## src/hdl/hps_io_pkg.sv

```systemverilog
package hps_io_pkg;

	// host command codes, first word of each transfer
	localparam logic [7:0] cmd_buttons  = 8'h01;
	localparam logic [7:0] cmd_joy0     = 8'h02;
	localparam logic [7:0] cmd_joy1     = 8'h03;
	localparam logic [7:0] cmd_mouse    = 8'h04;
	localparam logic [7:0] cmd_kbd      = 8'h05;
	localparam logic [7:0] cmd_osd      = 8'h06;
	localparam logic [7:0] cmd_rtc      = 8'h22;
	localparam logic [7:0] cmd_vid_info = 8'h23;

	// event FIFO depth between decoder and output stage
	localparam int fifo_depth = 4;

	typedef enum logic [1:0] {
		mouse_x = 2'd0,
		mouse_y = 2'd1,
		keycode = 2'd2,
		osd_key = 2'd3
	} ev_kind_t;

	typedef struct packed {
		ev_kind_t   kind;
		logic [7:0] data;
	} input_event_t;

	typedef struct packed {
		logic [7:0]  nres;  // resolution change count
		logic [31:0] hcnt;  // active pixels per line
		logic [31:0] vcnt;  // active lines per frame
		logic [31:0] htime; // clocks per line
		logic [31:0] vtime; // clocks per frame
	} vid_info_t;

endpackage

```

## src/hdl/input_event_if.sv

```systemverilog
`timescale 1ns/100ps

interface input_event_if
	import hps_io_pkg::*;
(
	input logic clk
);
	logic         valid;
	logic         ready;
	input_event_t data;

	modport source(input clk, input ready, output valid, output data);
	modport sink(input clk, input valid, input data, output ready);

	// a stalled item stays put until the sink takes it
	hold_while_stalled: assert property (@(posedge clk)
		valid && !ready |=> valid && $stable(data))
		else $error("event changed or dropped while stalled");

endinterface

```

## src/hdl/hps_io_top.sv

```systemverilog
`timescale 1ns/100ps

module hps_io_top
	import hps_io_pkg::*;
(
	input  logic        clk,
	input  logic        rst,
	input  logic        io_ena,
	input  logic        io_strobe,
	input  logic [15:0] io_din,
	output logic [15:0] io_dout,
	output logic        io_wait,
	input  logic        ce_pix,
	input  logic        de,
	input  logic        hs,
	input  logic        vs,
	output logic [15:0] joy0,
	output logic [15:0] joy1,
	output logic [1:0]  buttons,
	output logic [3:0]  conf,
	output logic [2:0]  mouse_buttons,
	output logic        kbd_strobe,
	output logic        kbd_level,
	output ev_kind_t    kbd_type,
	output logic [7:0]  kbd_data,
	input  logic        kbd_hold,
	output logic [63:0] rtc
);

	vid_info_t vid;

	input_event_if ev_in(.clk(clk));  // decoder to FIFO
	input_event_if ev_out(.clk(clk)); // FIFO to output stage

	user_io u_user_io (
		.clk, .rst, .io_ena, .io_strobe, .io_din, .io_dout, .io_wait,
		.vid, .ev(ev_in.source),
		.joy0, .joy1, .buttons, .conf, .mouse_buttons, .rtc
	);

	input_event_fifo u_fifo (.clk, .rst, .push(ev_in.sink), .pop(ev_out.source));

	input_event_out u_out (
		.clk, .rst, .ev(ev_out.sink), .kbd_hold,
		.kbd_strobe, .kbd_level, .kbd_type, .kbd_data
	);

	video_meter u_meter (.clk, .rst, .ce_pix, .de, .hs, .vs, .vid);

endmodule

```

## src/hdl/input_event_fifo.sv

```systemverilog
`timescale 1ns/100ps

module input_event_fifo
	import hps_io_pkg::*;
(
	input  logic          clk,
	input  logic          rst,
	input_event_if.sink   push,
	input_event_if.source pop
);

	localparam int aw = $clog2(fifo_depth);

	input_event_t                  mem [fifo_depth];
	logic [aw-1:0]                 wr_ptr;
	logic [aw-1:0]                 rd_ptr;
	logic [$clog2(fifo_depth+1)-1:0] count;
	logic                          do_push;
	logic                          do_pop;

	assign push.ready = (count != fifo_depth);
	assign pop.valid  = (count != 0);
	assign pop.data   = mem[rd_ptr];

	assign do_push = push.valid & push.ready;
	assign do_pop  = pop.valid & pop.ready;

	always_ff @(posedge clk) begin
		if (do_push)
			mem[wr_ptr] <= push.data;
	end

	always_ff @(posedge clk) begin
		if (rst) begin
			wr_ptr <= '0;
			rd_ptr <= '0;
			count  <= '0;
		end else begin
			if (do_push)
				wr_ptr <= (wr_ptr == aw'(fifo_depth - 1)) ? '0 : wr_ptr + 1'b1;
			if (do_pop)
				rd_ptr <= (rd_ptr == aw'(fifo_depth - 1)) ? '0 : rd_ptr + 1'b1;
			case ({do_push, do_pop})
				2'b10:   count <= count + 1'b1;
				2'b01:   count <= count - 1'b1;
				default: ; // both or neither, level unchanged
			endcase
		end
	end

	// count stays in range and in step with the pointer distance
	count_in_range: assert property (@(posedge clk) disable iff (rst)
		count <= fifo_depth &&
		(count % fifo_depth) == ((wr_ptr + fifo_depth - rd_ptr) % fifo_depth))
		else $error("event FIFO count out of range or out of step with pointers");

	// pointers must show a stored item whenever one leaves
	no_pop_when_empty: assert property (@(posedge clk) disable iff (rst)
		do_pop |-> wr_ptr != rd_ptr || count == fifo_depth)
		else $error("pop from empty event FIFO");

endmodule

```

## src/hdl/input_event_out.sv

```systemverilog
`timescale 1ns/100ps

module input_event_out
	import hps_io_pkg::*;
(
	input  logic        clk,
	input  logic        rst,
	input_event_if.sink ev,
	input  logic        kbd_hold,
	output logic        kbd_strobe,
	output logic        kbd_level,
	output ev_kind_t    kbd_type,
	output logic [7:0]  kbd_data
);

	logic take;

	// one event per strobe, core can pause us with kbd_hold
	assign ev.ready = ~kbd_hold & ~kbd_strobe;
	assign take     = ev.valid & ev.ready;

	always_ff @(posedge clk) begin
		if (rst) begin
			kbd_strobe <= 1'b0;
			kbd_level  <= 1'b0;
			kbd_type   <= mouse_x;
			kbd_data   <= '0;
		end else begin
			kbd_strobe <= take;
			if (take) begin
				kbd_level <= ~kbd_level; // level flips once per event
				kbd_type  <= ev.data.kind;
				kbd_data  <= ev.data.data;
			end
		end
	end

	single_cycle_strobe: assert property (@(posedge clk) disable iff (rst)
		kbd_strobe |=> !kbd_strobe)
		else $error("kbd_strobe high on consecutive cycles");

endmodule

```

## src/hdl/user_io.sv

```systemverilog
`timescale 1ns/100ps

module user_io
	import hps_io_pkg::*;
(
	input  logic          clk,
	input  logic          rst,
	input  logic          io_ena,
	input  logic          io_strobe,
	input  logic [15:0]   io_din,
	output logic [15:0]   io_dout,
	output logic          io_wait,
	input  vid_info_t     vid,
	input_event_if.source ev,
	output logic [15:0]   joy0,
	output logic [15:0]   joy1,
	output logic [1:0]    buttons,
	output logic [3:0]    conf,
	output logic [2:0]    mouse_buttons,
	output logic [63:0]   rtc
);

	logic [3:0]   cnt; // word index within transfer, saturates
	logic [7:0]   cmd;
	logic         ev_valid;
	input_event_t ev_data;

	assign ev.valid = ev_valid;
	assign ev.data  = ev_data;

	// stall the host while an event waits on a full FIFO
	assign io_wait = ev_valid & ~ev.ready;

	always_ff @(posedge clk) begin
		if (rst) begin
			cnt           <= '0;
			cmd           <= '0;
			ev_valid      <= 1'b0;
			ev_data       <= '0;
			io_dout       <= '0;
			joy0          <= '0;
			joy1          <= '0;
			buttons       <= '0;
			conf          <= '0;
			mouse_buttons <= '0;
			rtc           <= '0;
		end else begin
			if (ev_valid && ev.ready)
				ev_valid <= 1'b0; // taken by the FIFO

			if (!io_ena) begin
				cnt <= '0;
			end else if (io_strobe) begin
				if (cnt != 4'hf)
					cnt <= cnt + 4'd1;

				if (cnt == 4'd0)
					cmd <= io_din[7:0];

				// first payload word
				if (cnt == 4'd1) begin
					case (cmd)
						cmd_buttons: begin
							buttons <= io_din[1:0];
							conf    <= io_din[7:4];
						end
						cmd_joy0: joy0 <= io_din;
						cmd_joy1: joy1 <= io_din;
						cmd_mouse: begin
							ev_valid <= 1'b1;
							ev_data  <= '{kind: mouse_x, data: io_din[7:0]};
						end
						cmd_kbd: begin
							ev_valid <= 1'b1;
							ev_data  <= '{kind: keycode, data: io_din[7:0]};
						end
						cmd_osd: begin
							ev_valid <= 1'b1;
							ev_data  <= '{kind: osd_key, data: io_din[7:0]};
						end
						default: ;
					endcase
				end

				if (cmd == cmd_mouse && cnt == 4'd2) begin
					ev_valid <= 1'b1;
					ev_data  <= '{kind: mouse_y, data: io_din[7:0]};
				end
				if (cmd == cmd_mouse && cnt == 4'd3)
					mouse_buttons <= io_din[2:0];

				// words 1..4 fill rtc from the low end
				if (cmd == cmd_rtc && cnt >= 4'd1 && cnt <= 4'd4)
					rtc[{cnt[1:0] - 2'd1, 4'h0} +: 16] <= io_din;

				if (cmd == cmd_vid_info) begin
					case (cnt)
						4'd1: io_dout <= {8'h00, vid.nres};
						4'd2: io_dout <= vid.hcnt[15:0];
						4'd3: io_dout <= vid.hcnt[31:16];
						4'd4: io_dout <= vid.vcnt[15:0];
						4'd5: io_dout <= vid.vcnt[31:16];
						4'd6: io_dout <= vid.htime[15:0];
						4'd7: io_dout <= vid.htime[31:16];
						4'd8: io_dout <= vid.vtime[15:0];
						4'd9: io_dout <= vid.vtime[31:16];
						default: ;
					endcase
				end
			end
		end
	end

	// host side of the bus must honour io_wait
	no_strobe_in_wait: assert property (@(posedge clk) disable iff (rst)
		io_strobe |-> !io_wait)
		else $error("host strobe while io_wait is high");

endmodule

```

## src/hdl/video_meter.sv

```systemverilog
`timescale 1ns/100ps

module video_meter
	import hps_io_pkg::*;
(
	input  logic      clk,
	input  logic      rst,
	input  logic      ce_pix,
	input  logic      de,
	input  logic      hs,
	input  logic      vs,
	output vid_info_t vid
);

	logic        old_vs_p, old_de_p;
	logic        calch; // still on first active line
	logic [31:0] hcnt, vcnt;
	logic [31:0] hcnt_q, vcnt_q;
	logic [7:0]  nres;

	logic        old_hs_c, old_vs_c;
	logic [31:0] htime_cnt, vtime_cnt;
	logic [31:0] htime_q, vtime_q;

	assign vid = '{nres: nres, hcnt: hcnt_q, vcnt: vcnt_q, htime: htime_q, vtime: vtime_q};

	// active area, sampled at pixel rate
	always_ff @(posedge clk) begin
		if (rst) begin
			old_vs_p <= 1'b0;
			old_de_p <= 1'b0;
			calch    <= 1'b0;
			hcnt     <= '0;
			vcnt     <= '0;
			hcnt_q   <= '0;
			vcnt_q   <= '0;
			nres     <= '0;
		end else if (ce_pix) begin
			old_vs_p <= vs;
			old_de_p <= de;

			if (!vs && !old_de_p && de)
				vcnt <= vcnt + 32'd1; // new active line
			if (calch && de)
				hcnt <= hcnt + 32'd1;
			if (old_de_p && !de)
				calch <= 1'b0;

			// end of vsync closes the frame
			if (old_vs_p && !vs) begin
				if (hcnt != 0 && vcnt != 0) begin
					if (hcnt_q != hcnt || vcnt_q != vcnt)
						nres <= nres + 8'd1;
					hcnt_q <= hcnt;
					vcnt_q <= vcnt;
				end
				hcnt  <= '0;
				vcnt  <= '0;
				calch <= 1'b1;
			end
		end
	end

	// line and frame periods in clk cycles
	always_ff @(posedge clk) begin
		if (rst) begin
			old_hs_c  <= 1'b0;
			old_vs_c  <= 1'b0;
			htime_cnt <= '0;
			vtime_cnt <= '0;
			htime_q   <= '0;
			vtime_q   <= '0;
		end else begin
			old_hs_c  <= hs;
			old_vs_c  <= vs;
			htime_cnt <= htime_cnt + 32'd1;
			vtime_cnt <= vtime_cnt + 32'd1;

			if (hs && !old_hs_c) begin
				htime_q   <= htime_cnt;
				htime_cnt <= 32'd1; // edge cycle counts as first clock
			end
			if (vs && !old_vs_c) begin
				vtime_q   <= vtime_cnt;
				vtime_cnt <= 32'd1;
			end
		end
	end

endmodule

```

## config.mk

```make
export PLATFORM = sky130hd
export DESIGN_NAME = hps_io_top
export DESIGN_NICKNAME = d
export VERILOG_FILES = /design/src/hdl/hps_io_pkg.sv /design/src/hdl/input_event_if.sv /design/src/hdl/hps_io_top.sv /design/src/hdl/input_event_fifo.sv /design/src/hdl/input_event_out.sv /design/src/hdl/user_io.sv /design/src/hdl/video_meter.sv
export SDC_FILE = /design/constraint.sdc
export NUM_CORES = 1
export LEC_CHECK = 0
export BUFFER_PORTS_ARGS = -buffer_cell sky130_fd_sc_hd__buf_2
export CELL_PAD_IN_SITES_DETAIL_PLACEMENT = 1
export CELL_PAD_IN_SITES_GLOBAL_PLACEMENT = 2
export CORE_ASPECT_RATIO = 1.2
export CORE_UTILIZATION = 38
export CTS_CLUSTER_DIAMETER = 80
export DETAILED_ROUTE_END_ITERATION = 10
export HOLD_SLACK_MARGIN = 0.1
export PLACE_DENSITY = 0.83
export SLEW_MARGIN = 20
export SYNTH_ARGS = -nofsm -noshare
export SYNTH_HDL_FRONTEND = slang
export SYNTH_HIERARCHICAL = 1
export SYNTH_SLANG_ARGS = --single-unit
export TNS_END_PERCENT = 50
```

## constraint.sdc

```tcl
create_clock -name clk -period 3.01 [get_ports clk]
set_input_delay 0.602 -clock clk [delete_from_list [all_inputs] [get_ports clk]]
set_output_delay 0.602 -clock clk [all_outputs]
set_load 0.01 [all_outputs]
```

# After elaboration in Yosys (flattened, before gate mapping)
# Memory sizes are Yosys's and may differ from the RTL's. A register that Yosys moved wholly into a read port is not among the register bits.
# Index checks and enable logic that the tools add are counted.
[totals]
ff_bits = 422
mem_bits_ro = 0
word_cells = 156
out_inout_bits = 134
latchBits = 0
mem_count = 1
in_bits = 25
ramBits = 40
[op_classes]
reduce_logical = 48
shift = 2
add_sub_neg = 12
order_cmp = 2
n_div = 0
mul = 0
eq_ne = 25
bitwise = 9
mux = 24
[mem_list]
columns = ["memory", "words", "width", "read_ports", "rd_ports_with_merged_regs", "write_ports", "line_no", "text"]
rows = [
  ["u_fifo.mem", 4, 10, 1, 1, 1, "input_event_fifo.sv:14", "input_event_t mem [fifo_depth];"],
]
[op_table]
columns = ["cell", "count"]
rows = [
  ["$pmux 16 s9", 1],
  ["$add 32x1->32 const B", 4],
  ["$mux 32", 4],
  ["$bwmux 64", 1],
  ["$ne 32x32->1", 2],
  ["$reduce_bool 32->1", 2],
  ["$shift 16x8->64 const A", 1],
  ["$shiftx 16x8->64", 1],
  ["$pmux 10 s3", 1],
  ["$eq 8x3->1 const B", 3],
  ["$reduce_and 4->1", 6],
  ["$mux 10", 2],
  ["$eq 4x3->1 const B", 4],
  ["$eq 8x2->1 const B", 2],
  ["$eq 8x6->1 const B", 2],
  ["$logic_and 1x1->1", 13],
  ["$mux 1", 12],
  ["$reduce_and 3->1", 4],
  ["$reduce_bool 2->1", 5],
  ["$reduce_bool 9->1", 1],
  ["$add 8x1->8 const B", 1],
  ["$eq 4x2->1 const B", 2],
  ["$eq 4x4->1 const B", 2],
  ["$eq 8x1->1 const B", 1],
  ["other kinds (25)", 45],
]

# Depth between registers and ports, before layout
[depth]
ltp_word = 8
depth_mapped = 10
mapped_depth_nobuf = 9

# Modules after synthesis
# The synthesis kept the hierarchy.
[modules_own_cells]
columns = ["module", "cells_per_inst", "seq_area_each_um2", "n_inst", "area_each_um2"]
rows = [
  ["video_meter", 1405, 5385.2, 1, 11488.5],
  ["user_io", 747, 2882.8, 1, 6737.7],
  ["input_event_fifo", 104, 1381.3, 1, 1925.6],
  ["input_event_out", 51, 240.2, 1, 535.5],
]

# Least setup slack after synthesis
# No wires, ideal clock.
[synth_timing]
path_type = "input port to flip-flop"
startpoint = "input vs"
endpoint = "register u_meter.nres[5]"
setup_time_ns = 0.121
t_arrival_ns = 2.177
required_time_ns = 2.889
cell_stages = 6
slack_ns = 0.712
n_path_buf = 1
cell_sequence = "and2b_1 nand2_1 or3_1 clkbuf_1 nor4_1 mux2_2"
[synth_between]
elab_chain_cells = 3
[synth_lines]
columns = ["element", "line_no", "text"]
rows = [
  ["start: declaration", "hps_io_top.sv:16", "input logic vs,"],
  ["$logic_not 1->1", "video_meter.sv:50", "if (old_vs_p && !vs) begin"],
  ["$logic_and 1x1->1", "video_meter.sv:50", ""],
  ["$reduce_and 4->1 (no line)", "n/a", ""],
  ["end signal: assignment", "video_meter.sv:53", "nres <= nres + 8'd1;"],
  ["end: declaration", "video_meter.sv:19", "logic [7:0] nres;"],
]
# Every way passes these cells.
# A chain may end at the register's enable or synchronous reset.

# Worst setup path after layout
[layout_timing]
startpoint = "register u_fifo.count[2]"
endpoint = "output io_wait"
[layout_between]
elab_chain_cells = 3
[layout_lines]
columns = ["element", "line_no", "text"]
rows = [
  ["start: declaration", "input_event_fifo.sv:17", "logic [$clog2(fifo_depth+1)-1:0] count;"],
  ["start signal: assignment", "input_event_fifo.sv:44", "2'b10: count <= count + 1'b1;"],
  ["start signal: assignment", "input_event_fifo.sv:45", "2'b01: count <= count - 1'b1;"],
  ["start signal: assignment", "input_event_fifo.sv:53", "count <= fifo_depth &&"],
  ["$ne 3x3->1", "input_event_fifo.sv:21", "assign push.ready = (count != fifo_depth);"],
  ["via ev_in.ready", "input_event_if.sv:9", "logic ready;"],
  ["$not 1->1", "user_io.sv:32", "assign io_wait = ev_valid & ~ev.ready;"],
  ["$and 1x1->1", "user_io.sv:32", ""],
  ["end: declaration", "hps_io_top.sv:12", "output logic io_wait,"],
]
# The timed path passes the listed nets, and every way through them passes these cells.

==> results.md <==
- DR WL/cell: ~20 um
- # hold bufs at CTS: 0
- Sw frac: ~22%
- Critical Path RT: between 2000 and 2500 ps
- EDFF count, synth: 40
- Cells along the critical path: or3b_1 -> nor2b_1 -> buf_2
- Input/output buffers: approximately 160
- Fin crit share: 86.15%
- WHS: roughly 250 ps
- Setup repair bufs after CTS: 0
- Max Cap Viol: 0
- Largest net degree at the start of global routing: 130
- Synth top cells by count: dfxtp_1, nand2_1, nor2_1
- Final Hold Fails: 0
- Endpoints failing setup: 0
- Comb power frac: 3.1%
- Clock buffer count from CTS: 50
- Clock skew: 23.05 ps
- Relative slew slack: a little under half
- Placed Cells incl. Taps: about 3100
- Area growth from synthesis to layout: 15.13%
- GRT Total Usage: around 23%
- CTS tree: done
- Via density per instance: about 5.4
- Achievable clock frequency: a little under 0.4 GHz
- Total power draw: ~13 mW
- Layout cells sized above 1: 13.83%
- Synthesized cell area: approximately 21000 um^2
- Fin util: around 44%
- Sequential share of power: ~50%
- Pre-Repair DR Iteration Count: 5
- Starting density of the core: between 30% and 40%
- Worst Path Max Fanout: 8
- Vias: approximately 17000
- Antenna Cells: 0
- FP Rows: 93
- CP max stage cell: or3b_1
- Post-Synthesis Cells: roughly 2300
- GRT overflow: 0
- Io pins: around 160
- Clk root buf: clkbuf_16
- # fillers: 6268
- Post-route ant nets: 0
- Max stage delay on crit path: between 400 and 500 ps
- Final count of pins violating max slew: 0
- # DRC: 0
- Total Nets Final: approximately 2500
- Die area: 55380 um^2
- CTS Sinks: between 400 and 500
- H-tree levels: 2
- Post-CTS sizing: 0
- Post-synth top flop: dfxtp_1
- Seq/Total Area, Yosys: a little under half
- Initial antenna violation count: 1
- Worst-path clk slew: around 60 ps
- Crit path capture type: output pin
- Peak supply drop: 0.3938 mV
- Status: completed
- Synth cell types: 75
- Most common cell in the netlist: dfxtp_1
- Worst-Margin Slew: approximately 800 ps
- Die height: around 260 um
- HP Class: in2reg
- Vias in the first global route: 17540
- CP Launch Type: flop
- Core area: approximately 54000 um^2
- Horiz. Die Dim: ~210 um
- Async set-reset flop share out of synthesis: 0%
- Top-area cell type share of the netlist area: between 40% and 50%
- DR iter-0 viols: between 1000 and 1500
- Synth area leaders: dfxtp_1, nand2_1, edfxtp_1
- Leakage: slightly above 9 nW
- Switching pwr: between 2 and 3 mW
- First-pass GRT wire length: 99.62 mm
- Avg Synthesized Cell Area: about 9.0 um^2
- Synth Register Bits: between 400 and 500
- Final min period: roughly 2600 ps
- Final Non-Filler Cells: 3163
- Leading area contributor after synthesis: dfxtp_1
- Drt total wl: around 63 mm
- Kind of critical path: reg2out
- Max Buffers Root-to-Sink: 3
- GPL Wtd Cong: 0.8478
- RSZ-0062 raised after global routing: no
- Clk pwr share: between 40% and 50%
- Total nets after synthesis: 2353
- PD cells: 542.3 nW/um^2
- Worst skew pair latency: roughly 600 ps
- DP Wirelength: 45.84 mm
- Pint: roughly 10 mW
- Arr. time, crit path: about 2000 ps
- Sum of negative setup slack: 0 ps
- Yosys warns: 6
critical path, delay by kind of cell (launching register included):
kind                   cells  cell delay (ps)
buffers and inverters      1              200
flip-flops                 1              370
AND/OR/NAND/NOR            2              810
cell usage in the layout (no fill, tap or decap), types with 7 or more instances in the layout:
cell / netlist / layout
nor3_1: 17 / 16
nand3_1: 61 / 61
nand3b_1: 81 / 81
inv_1: 31 / 31
nor2_1: 212 / 212
edfxtp_1: 40 / 40
o21ai_0: 39 / 39
clkbuf_1: 99 / 20
mux2i_1: 66 / 66
ha_1: 20 / 20
o221ai_1: 7 / 7
or3_1: 23 / 22
a22oi_1: 22 / 22
and3_1: 24 / 24
buf_4: 2 / 59
xor2_1: 127 / 127
buf_2: 54 / 157
and2_1: 9 / 9
nand2b_1: 46 / 45
a221oi_1: 9 / 9
o22ai_1: 8 / 8
nand2_1: 360 / 360
nor4_1: 38 / 38
and4_1: 11 / 11
clkbuf_16: 0 / 51
a21oi_1: 185 / 185
mux4_2: 10 / 10
nor2b_1: 25 / 23
o31ai_1: 60 / 60
xnor2_1: 45 / 45
dfxtp_1: 434 / 434
clkbuf_8: 0 / 10
nand4_1: 36 / 36
metrics by stage:
stage / worst slack [ps] / cell area [um^2]
finish: 416.9 / 23820
global placement: 375.2 / 22200
detailed placement: 360.5 / 22200
CTS: 392.2 / 23820
floorplan: 712.4 / 20690
global route: 269.5 / 23820
power groups by stage:
stage               Combinational (mW)  Sequential (mW)  Clock (mW)
floorplan                        0.258             6.52           0
global placement                 0.401             6.53           0
detailed placement               0.408             6.53           0
CTS                              0.409             6.39        6.29
global route                     0.438             6.39        6.54
finish                           0.404             6.39        6.12
flip-flops by register name (all words and copies together), names as in the netlist, 4 cells and up, named ones only:
register,cells
u_user_io/ev.data,10
u_user_io/cmd,8
u_out/kbd_data,8
u_meter/vtime_q,32
u_meter/hcnt,32
u_user_io/joy1,16
u_user_io/rtc,64
u_meter/htime_q,32
u_user_io/io_dout,16
u_meter/hcnt_q,32
u_meter/nres,8
u_meter/vcnt_q,32
u_user_io/conf,4
u_meter/htime_cnt,32
u_user_io/cnt,4
u_meter/vcnt,32
u_user_io/joy0,16
u_meter/vtime_cnt,32
u_fifo/mem,40
worst paths after layout:
| kind | cells past startpoint | slack (ps) | from | to |
|---|---|---|---|---|
| max reg2reg | 8 | 470 | u_user_io/cnt[0]$_SDFFE_PP0P_ | u_user_io/io_dout[9]$_SDFFE_PP0P_ |
| min reg2reg | 2 | 460 | u_meter/htime_q[7]$_SDFFE_PP0P_ | u_meter/htime_q[7]$_SDFFE_PP0P_ |
| max | 3 | 420 | u_fifo/count[2]$_SDFFE_PP0P_ | io_wait |
| min | 2 | 250 | hs | u_meter/old_hs_c$_SDFF_PP0_ |
cell families (layout without fill, tap and decap cells):
logic type               count (synthesis)  after routing  synth area share (%)
AO/OA/AOI/OAI                          374            374                 11.16
AND/OR/NAND/NOR                        985            985                 23.75
flip-flops                             474            474                 47.80
adder cells (fa/ha/maj)                 21             21                 1.306
buffers and inverters                  201            345                 4.197
multiplexers                            80             80                 4.500
XOR/XNOR                               172            172                 7.282
layout make-up:
type                            instances  area (um^2)  share of cell area, %
Sequential cell                       474         9889                  41.52
Clock inverter                          9        118.9                 0.4991
Multi-Input combinational cell       1632         9943                  41.75
Tap cell                              712        890.9                  3.740
Inverter                               31        116.4                 0.4886
Clock buffer                           82         1494                  6.273
Timing Repair Buffer                  223         1364                  5.726
layer usage:
metal	routed length [um]	share of wire (%)	GRT usage (%)	vias up
li1	-	-	-	8193
met1	26540	42	26.77	8437
met2	32150	51	41.02	342
met3	2440	3.9	3.380	105
met4	2229	3.5	8.333	0
met5	0	0	0	-
No activity file was read; power rests on OpenSTA's default activity.
